==> src/common/gpio_slave_pkg.sv <==
`default_nettype none

package gpio_slave_pkg;

	//////////////////////////////////////////////////
	// widths

	// bus address and data
	typedef logic [31:0] addr_t;
	typedef logic [31:0] data_t;

	// word index inside one 256-bit block
	typedef logic [2:0] word_idx_t;

	// whole GPO or GPI vector, eight words
	typedef logic [255:0] gpio_vec_t;

	// one strobe per GPO word
	typedef logic [7:0] word_strobe_t;

	// wait-state counter, needs to hold up to 3
	typedef logic [1:0] wait_cnt_t;

	//////////////////////////////////////////////////
	// register map

	// GPO words start here
	localparam addr_t GPIO_BASE_ADDR = 32'h0100_0000;

	// GPI words follow the GPO block
	localparam addr_t GPI_OFFSET = 32'h0000_0020;

	// words per block
	localparam int GPIO_WORDS = 8;

	// byte stride between words
	localparam int WORD_BYTES = 4;

	//////////////////////////////////////////////////
	// transfer timing

	// wait states before ready
	localparam wait_cnt_t WRITE_WAIT_STATES = 2'd2;
	localparam wait_cnt_t READ_WAIT_STATES = 2'd3;

	// transfer controller states
	typedef enum logic [1:0] {
		XFER_IDLE,
		XFER_WAIT,
		XFER_RESP
	} xfer_state_e;

endpackage : gpio_slave_pkg

`default_nettype wire

==> src/common/gpio_access_if.sv <==
`timescale 1ns/1ns
`default_nettype none

interface gpio_access_if;

	// word picked out of the addressed block
	gpio_slave_pkg::word_idx_t word_sel;

	// write request to the GPO bank
	logic wr_en;
	gpio_slave_pkg::data_t wr_data;

	// read-back words from both blocks
	gpio_slave_pkg::data_t gpo_word;
	gpio_slave_pkg::data_t gpi_word;

	// transfer controller side
	modport ctrl (
		output word_sel,
		output wr_en,
		output wr_data,
		input gpo_word,
		input gpi_word
	);

	// GPO bank side, write and read-back
	modport gpo (
		input word_sel,
		input wr_en,
		input wr_data,
		output gpo_word
	);

	// GPI port side, read only
	modport gpi (
		input word_sel,
		output gpi_word
	);

endinterface : gpio_access_if

`default_nettype wire

==> src/design/gpi_read_port.sv <==
`timescale 1ns/1ns
`default_nettype none

module gpi_read_port (
	input wire rst_n,
	input wire BUS_agnt_vi,
	gpio_access_if.gpi acc,
	input wire gpio_slave_pkg::gpio_vec_t gp_ip
);

	// two-flop synchroniser stages
	gpio_slave_pkg::gpio_vec_t gpi_meta;
	gpio_slave_pkg::gpio_vec_t gpi_sync;

	//////////////////////////////////////////////////
	// synchroniser

	// inputs come from outside the clock domain
	always_ff @(posedge BUS_agnt_vi) begin
		if (!rst_n) begin
			gpi_meta <= '0;
			gpi_sync <= '0;
		end else begin
			gpi_meta <= gp_ip;
			gpi_sync <= gpi_meta;
		end
	end

	//////////////////////////////////////////////////
	// word select

	// settled copy only, never the first stage
	assign acc.gpi_word = gpi_sync[acc.word_sel * $bits(gpio_slave_pkg::data_t) +:
		$bits(gpio_slave_pkg::data_t)];

endmodule : gpi_read_port

`default_nettype wire

==> src/design/gpo_register_bank.sv <==
`timescale 1ns/1ns
`default_nettype none

module gpo_register_bank (
	input wire rst_n,
	input wire BUS_agnt_vi,
	gpio_access_if.gpo acc,
	output gpio_slave_pkg::gpio_vec_t gp_op,
	output gpio_slave_pkg::word_strobe_t gp_op_valid
);

	//////////////////////////////////////////////////
	// output register and strobes

	always_ff @(posedge BUS_agnt_vi) begin
		if (!rst_n) begin
			gp_op <= '0;
			gp_op_valid <= '0;
		end else begin
			// strobe lasts one cycle only
			gp_op_valid <= '0;
			if (acc.wr_en) begin
				// one 32-bit slice per word
				gp_op[acc.word_sel * $bits(gpio_slave_pkg::data_t) +:
					$bits(gpio_slave_pkg::data_t)] <= acc.wr_data;
				// flag the word just written
				gp_op_valid[acc.word_sel] <= 1'b1;
			end
		end
	end

	//////////////////////////////////////////////////
	// read-back

	// selected word, no extra register stage
	assign acc.gpo_word = gp_op[acc.word_sel * $bits(gpio_slave_pkg::data_t) +:
		$bits(gpio_slave_pkg::data_t)];

endmodule : gpo_register_bank

`default_nettype wire

==> src/design/bus_transfer_ctrl.sv <==
`timescale 1ns/1ns
`default_nettype none

module bus_transfer_ctrl (
	input wire rst_n,
	input wire BUS_agnt_vi,
	input wire gpio_slave_pkg::addr_t addr,
	input wire gpio_slave_pkg::data_t write_data,
	input wire rnw,
	input wire valid,
	output logic ready,
	output gpio_slave_pkg::data_t read_data,
	output logic error,
	gpio_access_if.ctrl acc
);

	gpio_slave_pkg::xfer_state_e state;
	gpio_slave_pkg::wait_cnt_t wait_cnt;

	// address decode
	logic aligned;
	logic gpo_hit;
	logic gpi_hit;
	logic access_ok;

	// last wait cycle, response goes out on the next edge
	logic last_wait;

	// region bounds
	gpio_slave_pkg::addr_t gpi_base;
	gpio_slave_pkg::addr_t gpi_end;

	//////////////////////////////////////////////////
	// address decode

	assign gpi_base = gpio_slave_pkg::GPIO_BASE_ADDR + gpio_slave_pkg::GPI_OFFSET;
	assign gpi_end = gpi_base + gpio_slave_pkg::addr_t'(
		gpio_slave_pkg::GPIO_WORDS * gpio_slave_pkg::WORD_BYTES);

	// low address bits must be zero
	assign aligned = (addr[$clog2(gpio_slave_pkg::WORD_BYTES)-1:0] == '0);

	// GPO words sit between base and the GPI block
	assign gpo_hit = aligned
		&& (addr >= gpio_slave_pkg::GPIO_BASE_ADDR)
		&& (addr < gpi_base);

	// GPI words, eight of them after the offset
	assign gpi_hit = aligned
		&& (addr >= gpi_base)
		&& (addr < gpi_end);

	// writes only into GPO, reads from either block
	assign access_ok = rnw ? (gpo_hit || gpi_hit) : gpo_hit;

	//////////////////////////////////////////////////
	// access path to the register blocks

	// same word index for both blocks
	assign acc.word_sel = addr[$clog2(gpio_slave_pkg::WORD_BYTES) +:
		$bits(gpio_slave_pkg::word_idx_t)];

	assign acc.wr_data = write_data;

	assign last_wait = (state == gpio_slave_pkg::XFER_WAIT) && (wait_cnt == '0);

	// bank takes the word at the edge that raises ready
	assign acc.wr_en = last_wait && !rnw && gpo_hit;

	//////////////////////////////////////////////////
	// transfer FSM

	always_ff @(posedge BUS_agnt_vi) begin
		if (!rst_n) begin
			state <= gpio_slave_pkg::XFER_IDLE;
			wait_cnt <= '0;
			ready <= 1'b0;
			error <= 1'b0;
			read_data <= '0;
		end else begin
			// response flags are single pulses
			ready <= 1'b0;
			error <= 1'b0;
			case (state)
				gpio_slave_pkg::XFER_IDLE: begin
					// load the wait count for this direction
					if (valid) begin
						state <= gpio_slave_pkg::XFER_WAIT;
						wait_cnt <= rnw ? gpio_slave_pkg::READ_WAIT_STATES
							: gpio_slave_pkg::WRITE_WAIT_STATES;
					end
				end
				gpio_slave_pkg::XFER_WAIT: begin
					if (wait_cnt == '0) begin
						state <= gpio_slave_pkg::XFER_RESP;
						ready <= 1'b1;
						error <= !access_ok;
						// failed reads return zero
						if (rnw) begin
							if (gpi_hit) begin
								read_data <= acc.gpi_word;
							end else if (gpo_hit) begin
								read_data <= acc.gpo_word;
							end else begin
								read_data <= '0;
							end
						end
					end else begin
						wait_cnt <= wait_cnt - 1'b1;
					end
				end
				gpio_slave_pkg::XFER_RESP: begin
					// master drops valid during the ready cycle
					state <= gpio_slave_pkg::XFER_IDLE;
				end
				default: begin
					state <= gpio_slave_pkg::XFER_IDLE;
				end
			endcase
		end
	end

endmodule : bus_transfer_ctrl

`default_nettype wire

==> src/design/gpio_bus_slave.sv <==
`timescale 1ns/1ns
`default_nettype none

module gpio_bus_slave (
	input wire rst_n,
	input wire BUS_agnt_vi,
	// register bus
	input wire gpio_slave_pkg::addr_t addr,
	input wire gpio_slave_pkg::data_t write_data,
	input wire rnw,
	input wire valid,
	output wire ready,
	output wire gpio_slave_pkg::data_t read_data,
	output wire error,
	// general-purpose pins
	output wire gpio_slave_pkg::gpio_vec_t gp_op,
	output wire gpio_slave_pkg::word_strobe_t gp_op_valid,
	input wire gpio_slave_pkg::gpio_vec_t gp_ip
);

	//////////////////////////////////////////////////
	// shared access path to both register blocks

	gpio_access_if acc ();

	//////////////////////////////////////////////////
	// bus side, decode and wait states

	bus_transfer_ctrl u_ctrl (
		.rst_n (rst_n),
		.BUS_agnt_vi (BUS_agnt_vi),
		.addr (addr),
		.write_data (write_data),
		.rnw (rnw),
		.valid (valid),
		.ready (ready),
		.read_data (read_data),
		.error (error),
		.acc (acc.ctrl)
	);

	//////////////////////////////////////////////////
	// register blocks, side by side

	// output words and their strobes
	gpo_register_bank u_gpo (
		.rst_n (rst_n),
		.BUS_agnt_vi (BUS_agnt_vi),
		.acc (acc.gpo),
		.gp_op (gp_op),
		.gp_op_valid (gp_op_valid)
	);

	// synchronised inputs
	gpi_read_port u_gpi (
		.rst_n (rst_n),
		.BUS_agnt_vi (BUS_agnt_vi),
		.acc (acc.gpi),
		.gp_ip (gp_ip)
	);

endmodule : gpio_bus_slave

`default_nettype wire

==> config.mk <==
export PLATFORM = sky130hd
export DESIGN_NAME = gpio_bus_slave
export DESIGN_NICKNAME = d
export VERILOG_FILES = /design/src/common/gpio_slave_pkg.sv /design/src/common/gpio_access_if.sv /design/src/design/gpi_read_port.sv /design/src/design/gpo_register_bank.sv /design/src/design/bus_transfer_ctrl.sv /design/src/design/gpio_bus_slave.sv
export SDC_FILE = /design/constraint.sdc
export NUM_CORES = 1
export LEC_CHECK = 0
export BUFFER_PORTS_ARGS = -buffer_cell sky130_fd_sc_hd__buf_4
export CAP_MARGIN = 20
export CORE_AREA = 2 2 267 374
export CTS_BUF_LIST = sky130_fd_sc_hd__clkbuf_8
export CTS_CLUSTER_DIAMETER = 50
export DETAILED_ROUTE_END_ITERATION = 8
export DIE_AREA = 0 0 269 376
export PLACE_DENSITY_LB_ADDON = 0.08
export SYNTH_ARGS = -nofsm -noshare
export SYNTH_HDL_FRONTEND = slang
export SYNTH_SLANG_ARGS = --single-unit
==> constraint.sdc <==
create_clock -name BUS_agnt_vi -period 3.35 [get_ports BUS_agnt_vi]
set_clock_uncertainty 0.1 [all_clocks]
set_input_delay 0 -clock BUS_agnt_vi [delete_from_list [all_inputs] [get_ports BUS_agnt_vi]]
set_output_delay 0 -clock BUS_agnt_vi [all_outputs]
set_load 0.01 [all_outputs]
==> results.env, run 1 <==
DRT_ITER0_DRC=1707
MAXSLEWVIOLCOUNT=0
POST_SYNTH_INST_COUNT=2863
CRITPATHARRIVALTIME_NS=3.99
DRT_FIRST_PASS_ITERS=7
FINAL_PERIOD_MINUS_WORST_SETUP_SLACK_NS=3.32
FIN_UTIL_PCT=48.1
LAYOUT.NETS=4667
ROWS=136
NETLIST-CELL-TYPE-COUNT=72
CRITICAL_PATH_REQUIRED_TIME_NS=4.02
GRT_PASS1_WL_UM=181000
CTS_TREE='yes'
PWR-SHARE-SEQ_PCT=46.6
NUM-FILL-CELLS=8981
POWER_REPORT.INTERNAL_TOTAL_uW=16300
CRITPATHCAPTURETYPE='flip-flop'
YS.FLOP_TYPE='dfxtp_1'
DIE_AREA_MM2=0.101
DIEHEIGHT_UM=376
MIN-DELAY-PATH-CLASS='in -> reg'
ASYNCSETRESETFLOPFRACSYNTH_PCT=0
LAYOUT_SETUP_WS_NS=0.0321
TIMING.FINAL.SETUP_VIOLATIONS=0
POSTSYNTHNETCOUNT=3190
FMAX_GHz=0.301
ROOT_BUFFER_SELECTED_BY_CTS='clkbuf_8'
ANT_NETS=0
OUTCOME='completed'
WORST_PIN_SLEW_NS=0.993
SETUP.WORST_PATH.CLASS='in -> reg'
COREAREA_MM2=0.0978
PLACEMENT.IO_BUFFERS=621
NUMBER_OF_BUFFERS_ON_THE_LONGEST_CLOCK_PATH=3
VDD_IR_DROP_MAX_V=0.000302
AREA.GROWTH.SYNTH_TO_FINAL_PCT=61.4
DETAILROUTE.VIA_COUNT=27129
GRT_PASS1_VIAS=27955
LAST_WEIGHTED_CONGESTION_VALUE_OF_THE_ROUTABILITY_DRIVEN_PLACER=0.871
POWER_DENSITY_mW_PER_MM2=459
DRC_ERRORS=0
MOST-COMMON-LAYOUT-CELLS='dlygate4sd3_1 (902), dfxtp_1 (814), buf_4 (674)'
CLKPWRFRAC_PCT=42.7
GRT_REMAINING_OVERFLOW=0
CRITPATHLAUNCHTYPE='primary input'
SYNTHESIS.AREA_PER_INSTANCE_UM2=10.2
DPL.HPWL_UM=82800
POWER.NET_SWITCHING_uW=5290
MAXIMUM_NUMBER_OF_PINS_ON_ONE_NET_BEFORE_GLOBAL_ROUTE_REPAIR=253
DIEWIDTH_UM=269
FOOTPRINT_OF_THE_MULTI_INPUT_GATES_MM2=0.0118
CTS_INSERTED_BUFFERS=134
VIAS_PER_CELL=4.71
SYNTH_ENABLE_FLOP_CELLS=0
SHARE_COMB_OF_TOTAL_POWER_PCT=10.7
NETLIST_AREA_MM2=0.0291
FF_LATCH_AREA_MM2=0.0163
POWER.LEAKAGE_uW=0.0197
NETSWITCHINGFRACTION_PCT=24.5
DRIVE_GT1_SHARE_PCT=22.8
CP_MAX_FO=19
WIRELENGTH_UM=127000
TOP_LEVEL_PORTS=622
ANTENNA_FOUND_INITIAL=12
FINAL_COMMON_CELL='dlygate4sd3_1'
SYNTH.YOSYS.WARNINGS=0
INITIAL_CORE_UTIL_PCT=29.8
SLEW_HEADROOM_PCT=33.8
DETAIL_ROUTE.WL_PER_CELL_UM=22.0
TRACK_USAGE_PCT=24.3
REGISTER_BIT_TOTAL_FROM_SYNTHESIS=814
INSERTION_DELAY_NS=0.83
CLK_PIN_SLEW_NS=0.06
MAXIMUM_CAPACITANCE_VIOLATIONS=0
WORST_HOLD_SLACK_NS=0.0372
REPORT.FINAL.HOLD_VIOL_COUNT=0
CTS_NUM_SINKS=814
PERIOD_SHARE_PCT=99.0
SHARE_OF_THE_YOSYS_CHIP_AREA_BELONGING_TO_REGISTERS_PCT=55.9
DP_SLACK_NS=0.504
CTS_HTREE_LEVELS=4
routing by layer:
metal | routed length (um) | up-vias | track usage, %
met5 | 80 | - | 0
met3 | 8500 | 236 | 4.94
met2 | 62500 | 1128 | 42.3
met4 | 4100 | 12 | 8.92
met1 | 51600 | 13049 | 29.4
li1 | - | 12704 | -
through the flow:
stage / TNS, ns / instance area, um^2 / power, uW / instances
after floorplan: 0 / 29100 / 11000 / 2863
after global placement: 0 / 35100 / 11800 / 4609
after detailed placement: 0 / 35100 / 11800 / 4609
after CTS: 0 / 46900 / 21800 / 5745
after global routing: -0.000692 / 47000 / 22400 / 5755
final: 0 / 47000 / 21600 / 5755
layout make-up:
class	instances	share of cell area (%)
inverter	13	0.122
antenna	4	0.0213
multi-input combinational	1782	25.0
sequential	814	34.6
clock buffer	168	4.92
clock inverter	68	1.10
timing repair buffer	1595	30.7
tap	1311	3.49
worst paths after layout:
path,startpoint,end,cells after the start,slack (ns)
max,addr[2],u_gpo.gp_op[54]$_SDFFE_PN0P_,14,0.03
min,addr[23],u_ctrl.read_data[7]$_SDFFE_PN0P_,7,0.04
min reg2reg,u_gpi.gpi_meta[137]$_SDFF_PN0_,u_gpi.gpi_sync[137]$_SDFF_PN0_,1,0.32
max reg2reg,u_ctrl.wait_cnt[0]$_SDFFE_PN0P_,u_gpo.gp_op[54]$_SDFFE_PN0P_,11,0.05
registers in the layout (all words and copies together), names as in the netlist:
signal	flops
u_ctrl.wait_cnt	2
u_gpo.gp_op_valid	8
u_gpi.gpi_sync	256
u_ctrl.ready	1
u_ctrl.read_data	32
u_ctrl.error	1
u_gpi.gpi_meta	256
u_ctrl.state	2
u_gpo.gp_op	256
synth_stat cells, drive strengths merged (3+ instances only):
| cell | count | area (um^2) |
|---|---|---|
| dfxtp | 814 | 16300 |
| and2 | 523 | 3270 |
| clkbuf | 186 | 699 |
| nand2 | 181 | 679 |
| mux2i | 165 | 1650 |
| a21oi | 156 | 781 |
| nor2 | 153 | 574 |
| nand3 | 152 | 766 |
| o21ai | 82 | 410 |
| buf | 68 | 399 |
| mux2 | 54 | 608 |
| o221ai | 30 | 263 |
| o22ai | 30 | 188 |
| mux4 | 29 | 653 |
| a221oi | 26 | 228 |
| a22oi | 23 | 173 |
| nand2b | 19 | 119 |
| nor4 | 17 | 171 |
| nor2b | 15 | 93.8 |
| a211oi | 13 | 97.6 |
| inv | 12 | 45.0 |
| nor3 | 11 | 104 |
| a2bb2oi | 9 | 78.8 |
| o31ai | 9 | 67.6 |
| a22o | 8 | 70.1 |
| nand4 | 7 | 50.1 |
| a221o | 5 | 50.1 |
| a31oi | 5 | 31.3 |
| a21boi | 4 | 30.0 |
| o211ai | 4 | 30.0 |
| o22a | 4 | 35.0 |
| o32ai | 4 | 35.0 |
| or3 | 4 | 25.0 |
| and3 | 3 | 18.8 |
| ha | 3 | 37.5 |
| nor4b | 3 | 32.5 |
| o21a | 3 | 22.5 |
| or2 | 3 | 18.8 |
power by group through the flow:
stage / combinational (uW) / sequential (uW) / clock (uW)
3_3_place_gp: 1530 / 10300 / 0
5_1_grt: 2470 / 10100 / 9850
4_1_cts: 2300 / 10000 / 9440
6_report: 2320 / 10000 / 9200
3_5_place_dp: 1530 / 10300 / 0
2_1_floorplan: 732 / 10200 / 0
what timing repair did:
action,CTS,global route
hold buffers,900,3
gates resized for setup,0,10
buffers inserted,0,2
endpoints found under the hold margin,814,10
setup endpoints to repair,0,18
critical path, stage by stage:
cell and delay (ns):
dlygate4sd3_1 0.56, buf_6 0.21, clkinv_2 0.11, ha_1 0.21, ha_1 0.29, nor3b_4 0.27
nand3_1 0.17, nor4_4 0.39, buf_4 0.23, buf_12 0.20, nand3_1 0.09, dlygate4sd3_1 0.59
o21ai_0 0.08, dlygate4sd3_1 0.56
cell families (layout without fill, tap and decap cells):
kind of cell               count (synthesis)  in the layout  share of synthesized area (%)
AOI/OAI and AO/OA                        429            429                           9.33
adders and majority gates                  3              3                          0.129
DFF                                      814            814                           55.9
muxes                                    248            248                           10.0
and+or+nand+nor                         1102           1102                           20.7
other                                      0              4                              0
buffers and inverters                    267           1844                           3.94
Power figures use the tool's default switching activity.
==> run 2: changes to the inputs <==
--- a/config.mk
+++ b/config.mk
@@ -5,13 +5,14 @@
 export SDC_FILE = /design/constraint.sdc
 export NUM_CORES = 1
 export LEC_CHECK = 0
+export ABC_AREA = 1
 export BUFFER_PORTS_ARGS = -buffer_cell sky130_fd_sc_hd__buf_4
 export CAP_MARGIN = 20
-export CORE_AREA = 2 2 267 374
+export CORE_AREA = 2 2 282 396
 export CTS_BUF_LIST = sky130_fd_sc_hd__clkbuf_8
 export CTS_CLUSTER_DIAMETER = 50
 export DETAILED_ROUTE_END_ITERATION = 8
-export DIE_AREA = 0 0 269 376
+export DIE_AREA = 0 0 284 398
 export PLACE_DENSITY_LB_ADDON = 0.08
 export SYNTH_ARGS = -nofsm -noshare
 export SYNTH_HDL_FRONTEND = slang
==> run 2 against run 1 <==
- critical endpoint is now u_ctrl.read_data[18]$_SDFFE_PN0P_
- critical path depth shrank 1
- sequential share of layout area shrank 2.3 points
- synthesized cell count grew 70%
==> results.env, run 2 <==
RSZ_0062_RAISED_AFTER_GLOBAL_ROUTING='false'
INITIAL_CORE_UTIL_PCT=29.8  # about the same
DETAIL_ROUTE.WL_PER_CELL_UM=18.4  # -16%
AREA.GROWTH.SYNTH_TO_FINAL_PCT=54.3
WORST_R2R_PATH_DEPTH=11  # unchanged
CRITPATHCAPTURETYPE='flip-flop'
PERIOD_SHARE_PCT=89.3  # -9.7 points
CLK_PIN_SLEW_NS=0.06  # about the same
ROOT_BUFFER_SELECTED_BY_CTS='clkbuf_8'
REGISTER_BIT_TOTAL_FROM_SYNTHESIS=814  # unchanged
SHARE_COMB_OF_TOTAL_POWER_PCT=11.4  # +0.7 points
MOST-COMMON-LAYOUT-CELLS='nand2_1 (1856), inv_1 (937), dlygate4sd3_1 (828)'
INSERTION_DELAY_NS=0.85  # +0.02 ns
TIMING.CRITICAL_PATH.SLOWEST_STAGE_CELL='dlymetal6s4s_1'
SYNTH_ENABLE_FLOP_CELLS=0  # unchanged
GRT_PASS1_VIAS=33673  # +20%
SLEW_HEADROOM_PCT=27.2  # -6.5 points
POST_SYNTH_INST_COUNT=4860  # +70%
FINAL_COMMON_CELL='nand2_1'
SYNTHTOPCELLSBYAREA='dfxtp_1 (50%), nand2_1 (21%), inv_1 (10%)'
NETLIST_AREA_MM2=0.0326  # +12%
MIN-DELAY-PATH-CLASS='in -> reg'
FOOTPRINT_OF_THE_MULTI_INPUT_GATES_MM2=0.0119  # +1.1%
NETSWITCHINGFRACTION_PCT=26.2  # +1.7 points
DIEWIDTH_UM=284  # +5.6%
POWER_DENSITY_mW_PER_MM2=442  # -3.7%
SYNTH.YOSYS.WARNINGS=0  # unchanged
SETUP_TNS_NS=0  # unchanged
CP_SLOWEST_STAGE_DELAY_NS=0.62  # +0.03 ns
WORSTSETUPENDPOINT='u_ctrl.read_data[18]$_SDFFE_PN0P_'
CTS_HTREE_LEVELS=4  # unchanged
CTS_NUM_SINKS=814  # unchanged
WORST_HOLD_SLACK_NS=0.0788  # +0.0416 ns
RR_ENDPOINT='u_gpo.gp_op[171]$_SDFFE_PN0P_'
MAXIMUM_NUMBER_OF_PINS_ON_ONE_NET_BEFORE_GLOBAL_ROUTE_REPAIR=197  # -22%
LARGESTREGISTERS='u_gpi.gpi_meta: 256 flops, u_gpi.gpi_sync: 256 flops, u_gpo.gp_op: 256 flops'
LAST_WEIGHTED_CONGESTION_VALUE_OF_THE_ROUTABILITY_DRIVEN_PLACER=0.849  # -2.4%
NUM-FILL-CELLS=11125  # +24%
TIMING.FINAL.SETUP_VIOLATIONS=0  # unchanged
CRIT_PATH_START='addr[28]'
POWER.NET_SWITCHING_uW=5820  # +10%
WIRELENGTH_UM=145000  # +14%
FIN_UTIL_PCT=45.9  # -2.1 points
ANTENNA_FOUND_INITIAL=8  # -4
DETAILROUTE.VIA_COUNT=33572  # +24%
DRC_ERRORS=0  # unchanged
DIEHEIGHT_UM=398  # +5.9%
OUTCOME='completed'
POWER.LEAKAGE_uW=0.0280  # +42%
COREAREA_MM2=0.110  # +12%
SYNTH_TOP_AREA_SHARE_PCT=50.0  # -5.9 points
MAXSLEWVIOLCOUNT=0  # unchanged
DIE_AREA_MM2=0.113  # +12%
LAYOUT.NETS=6613  # +42%
TIMING.REG2REG.SETUP_SLACK_NS=0.38  # +0.33 ns
SYNTH_TOP_AREA_CELL='dfxtp_1'
GRT_PASS1_WL_UM=212000  # +18%
GRT_REMAINING_OVERFLOW=0  # unchanged
TOP_LEVEL_PORTS=622  # unchanged
ROWS=144  # +5.9%
SYNTHESIS.AREA_PER_INSTANCE_UM2=6.71  # -34%
YOSYSMOSTFREQUENTCELL='nand2_1'
FINISH.INSTANCE_AREA_MM2=0.0503  # +7.0%
FF_LATCH_AREA_MM2=0.0163  # unchanged
CTS_INSERTED_BUFFERS=145  # +8.2%
CRIT_CHAIN='dlygate4sd3_1 -> buf_4 -> nor2_1 -> nand2_1 -> nor2_4 -> dlygate4sd3_1 -> nand3_1 -> dlygate4sd3_1 -> nor2_4 -> dlymetal6s4s_1 -> nand3_1 -> nand3_1 -> a21oi_1'
REPORT.FINAL.HOLD_VIOL_COUNT=0  # unchanged
CRITPATHLAUNCHTYPE='primary input'
YS.FLOP_TYPE='dfxtp_1'
PLACEMENT.IO_BUFFERS=621  # unchanged
NETLIST-CELL-TYPE-COUNT=32  # -56%
CRITPATHARRIVALTIME_NS=3.57  # -0.42 ns
CRITICAL_PATH_REQUIRED_TIME_NS=3.93  # -0.09 ns
VDD_IR_DROP_MAX_V=0.000283  # -6.5%
PLACED_CELL_AREA_MM2=0.0389  # +11%
DRT_ITER0_DRC=1876  # +9.9%
DRT_FIRST_PASS_ITERS=5  # -2
FMAX_GHz=0.334  # +11%
FINAL_PERIOD_MINUS_WORST_SETUP_SLACK_NS=2.99  # -0.326 ns
ASYNCSETRESETFLOPFRACSYNTH_PCT=0  # unchanged
POSTSYNTHNETCOUNT=5187  # +63%
DPL.HPWL_UM=96500  # +16%
ANT_NETS=0  # unchanged
MAXIMUM_CAPACITANCE_VIOLATIONS=0  # unchanged
CLKPWRFRAC_PCT=43.4  # +0.7 points
PWR-SHARE-SEQ_PCT=45.3  # -1.3 points
CRITICAL_PATH.REG2REG.STARTPOINT='u_ctrl.wait_cnt[0]$_SDFFE_PN0P_'
DRIVE_GT1_SHARE_PCT=15.2  # -7.6 points
SETUP.WORST_PATH.CLASS='in -> reg'
WORST_PIN_SLEW_NS=1.09  # +0.0982 ns
VIAS_PER_CELL=4.27  # -9.3%
CTS_TREE='yes'
TRACK_USAGE_PCT=25.2  # +0.85 points
NUMBER_OF_BUFFERS_ON_THE_LONGEST_CLOCK_PATH=3  # unchanged
POWER_REPORT.INTERNAL_TOTAL_uW=16400  # +0.72%
CP_MAX_FO=11  # -8
SHARE_OF_THE_YOSYS_CHIP_AREA_BELONGING_TO_REGISTERS_PCT=50.0  # -5.9 points
SYNTH_COMMONEST_CELLS='nand2_1 (1856), inv_1 (905), dfxtp_1 (814)'
[run 2: changes by cell type after synthesis, sizes merged, moves of 54 or more]
cell,previous run,this run
and2,523,1
inv,12,911
mux2,54,0
mux2i,165,0
nand2,181,1857
nor2,153,583
[run 2: worst min-delay path by stage]
stage,from,to,slack [ns],depth (start not counted)
after floorplan,gp_ip[0],u_gpi.gpi_meta[0]$_SDFF_PN0_,-0.002,2
after global placement,gp_ip[72],u_gpi.gpi_meta[72]$_SDFF_PN0_,0.08,3
after detailed placement,gp_ip[72],u_gpi.gpi_meta[72]$_SDFF_PN0_,0.09,3
after CTS,rst_n,u_gpo.gp_op[235]$_SDFFE_PN0P_,0.003,4
after global routing,rst_n,u_gpo.gp_op[41]$_SDFFE_PN0P_,0.06,4
final,addr[1],u_ctrl.read_data[18]$_SDFFE_PN0P_,0.08,8
[run 2: routing by layer]
metal / global-route usage [%] / vias to the layer above / wire length (um)
met2: 45.6 / 950 / 72600
met4: 10.4 / 6 / 5370
li1: - / 16912 / -
met1: 28.7 / 15459 / 58700
met5: 0 / - / 34
met3: 4.97 / 245 / 7890
[run 2: kinds of logic after synthesis]
| family | Yosys count | share of synthesized area (%) |
|---|---|---|
| AOI/OAI and AO/OA | 230 | 3.56 |
| DFF | 814 | 50.0 |
| buffers and inverters | 1164 | 13.7 |
| adders and majority gates | 3 | 0.115 |
| and+or+nand+nor | 2649 | 32.6 |
[run 2: critical path: cells and delay by family]
kind / cells / cell delay, ns
buffers and inverters: 5 / 2.46
AND/OR/NAND/NOR: 7 / 1.03
AO/OA/AOI/OAI: 1 / 0.06
[run 2: power groups by stage]
stage	sequential (uW)	combinational, uW	clock (uW)
detailed placement	10300	1760	0
floorplan	10200	865	0
global route	10100	2740	10300
global placement	10300	1770	0
finish	10100	2520	9640
CTS	10100	2500	9940
[run 2: final cells by class]
| type | instances | share of cell area, % |
|---|---|---|
| clock buffer | 178 | 4.87 |
| inverter | 911 | 6.82 |
| timing repair buffer | 1532 | 27.5 |
| multi-input combinational | 2882 | 23.6 |
| antenna | 7 | 0.0348 |
| clock inverter | 72 | 1.05 |
| tap | 1460 | 3.63 |
| sequential | 814 | 32.4 |
[run 2: stage by stage]
step	power, uW	cells	setup slack (ns)
2_1_floorplan	11100	4860	0.917
3_3_place_gp	12000	6762	0.413
3_5_place_dp	12000	6762	0.404
4_1_cts	22500	7842	0.0169
5_1_grt	23200	7853	0.214
6_report	22200	7856	0.358
[run 2: repair_timing]
item / in CTS / in global routing
endpoints found under the setup margin: 0 / 24
hold buffers: 830 / 0
setup buffers: 0 / 8
endpoints found under the hold margin: 812 / 0
gates resized for setup: 0 / 1
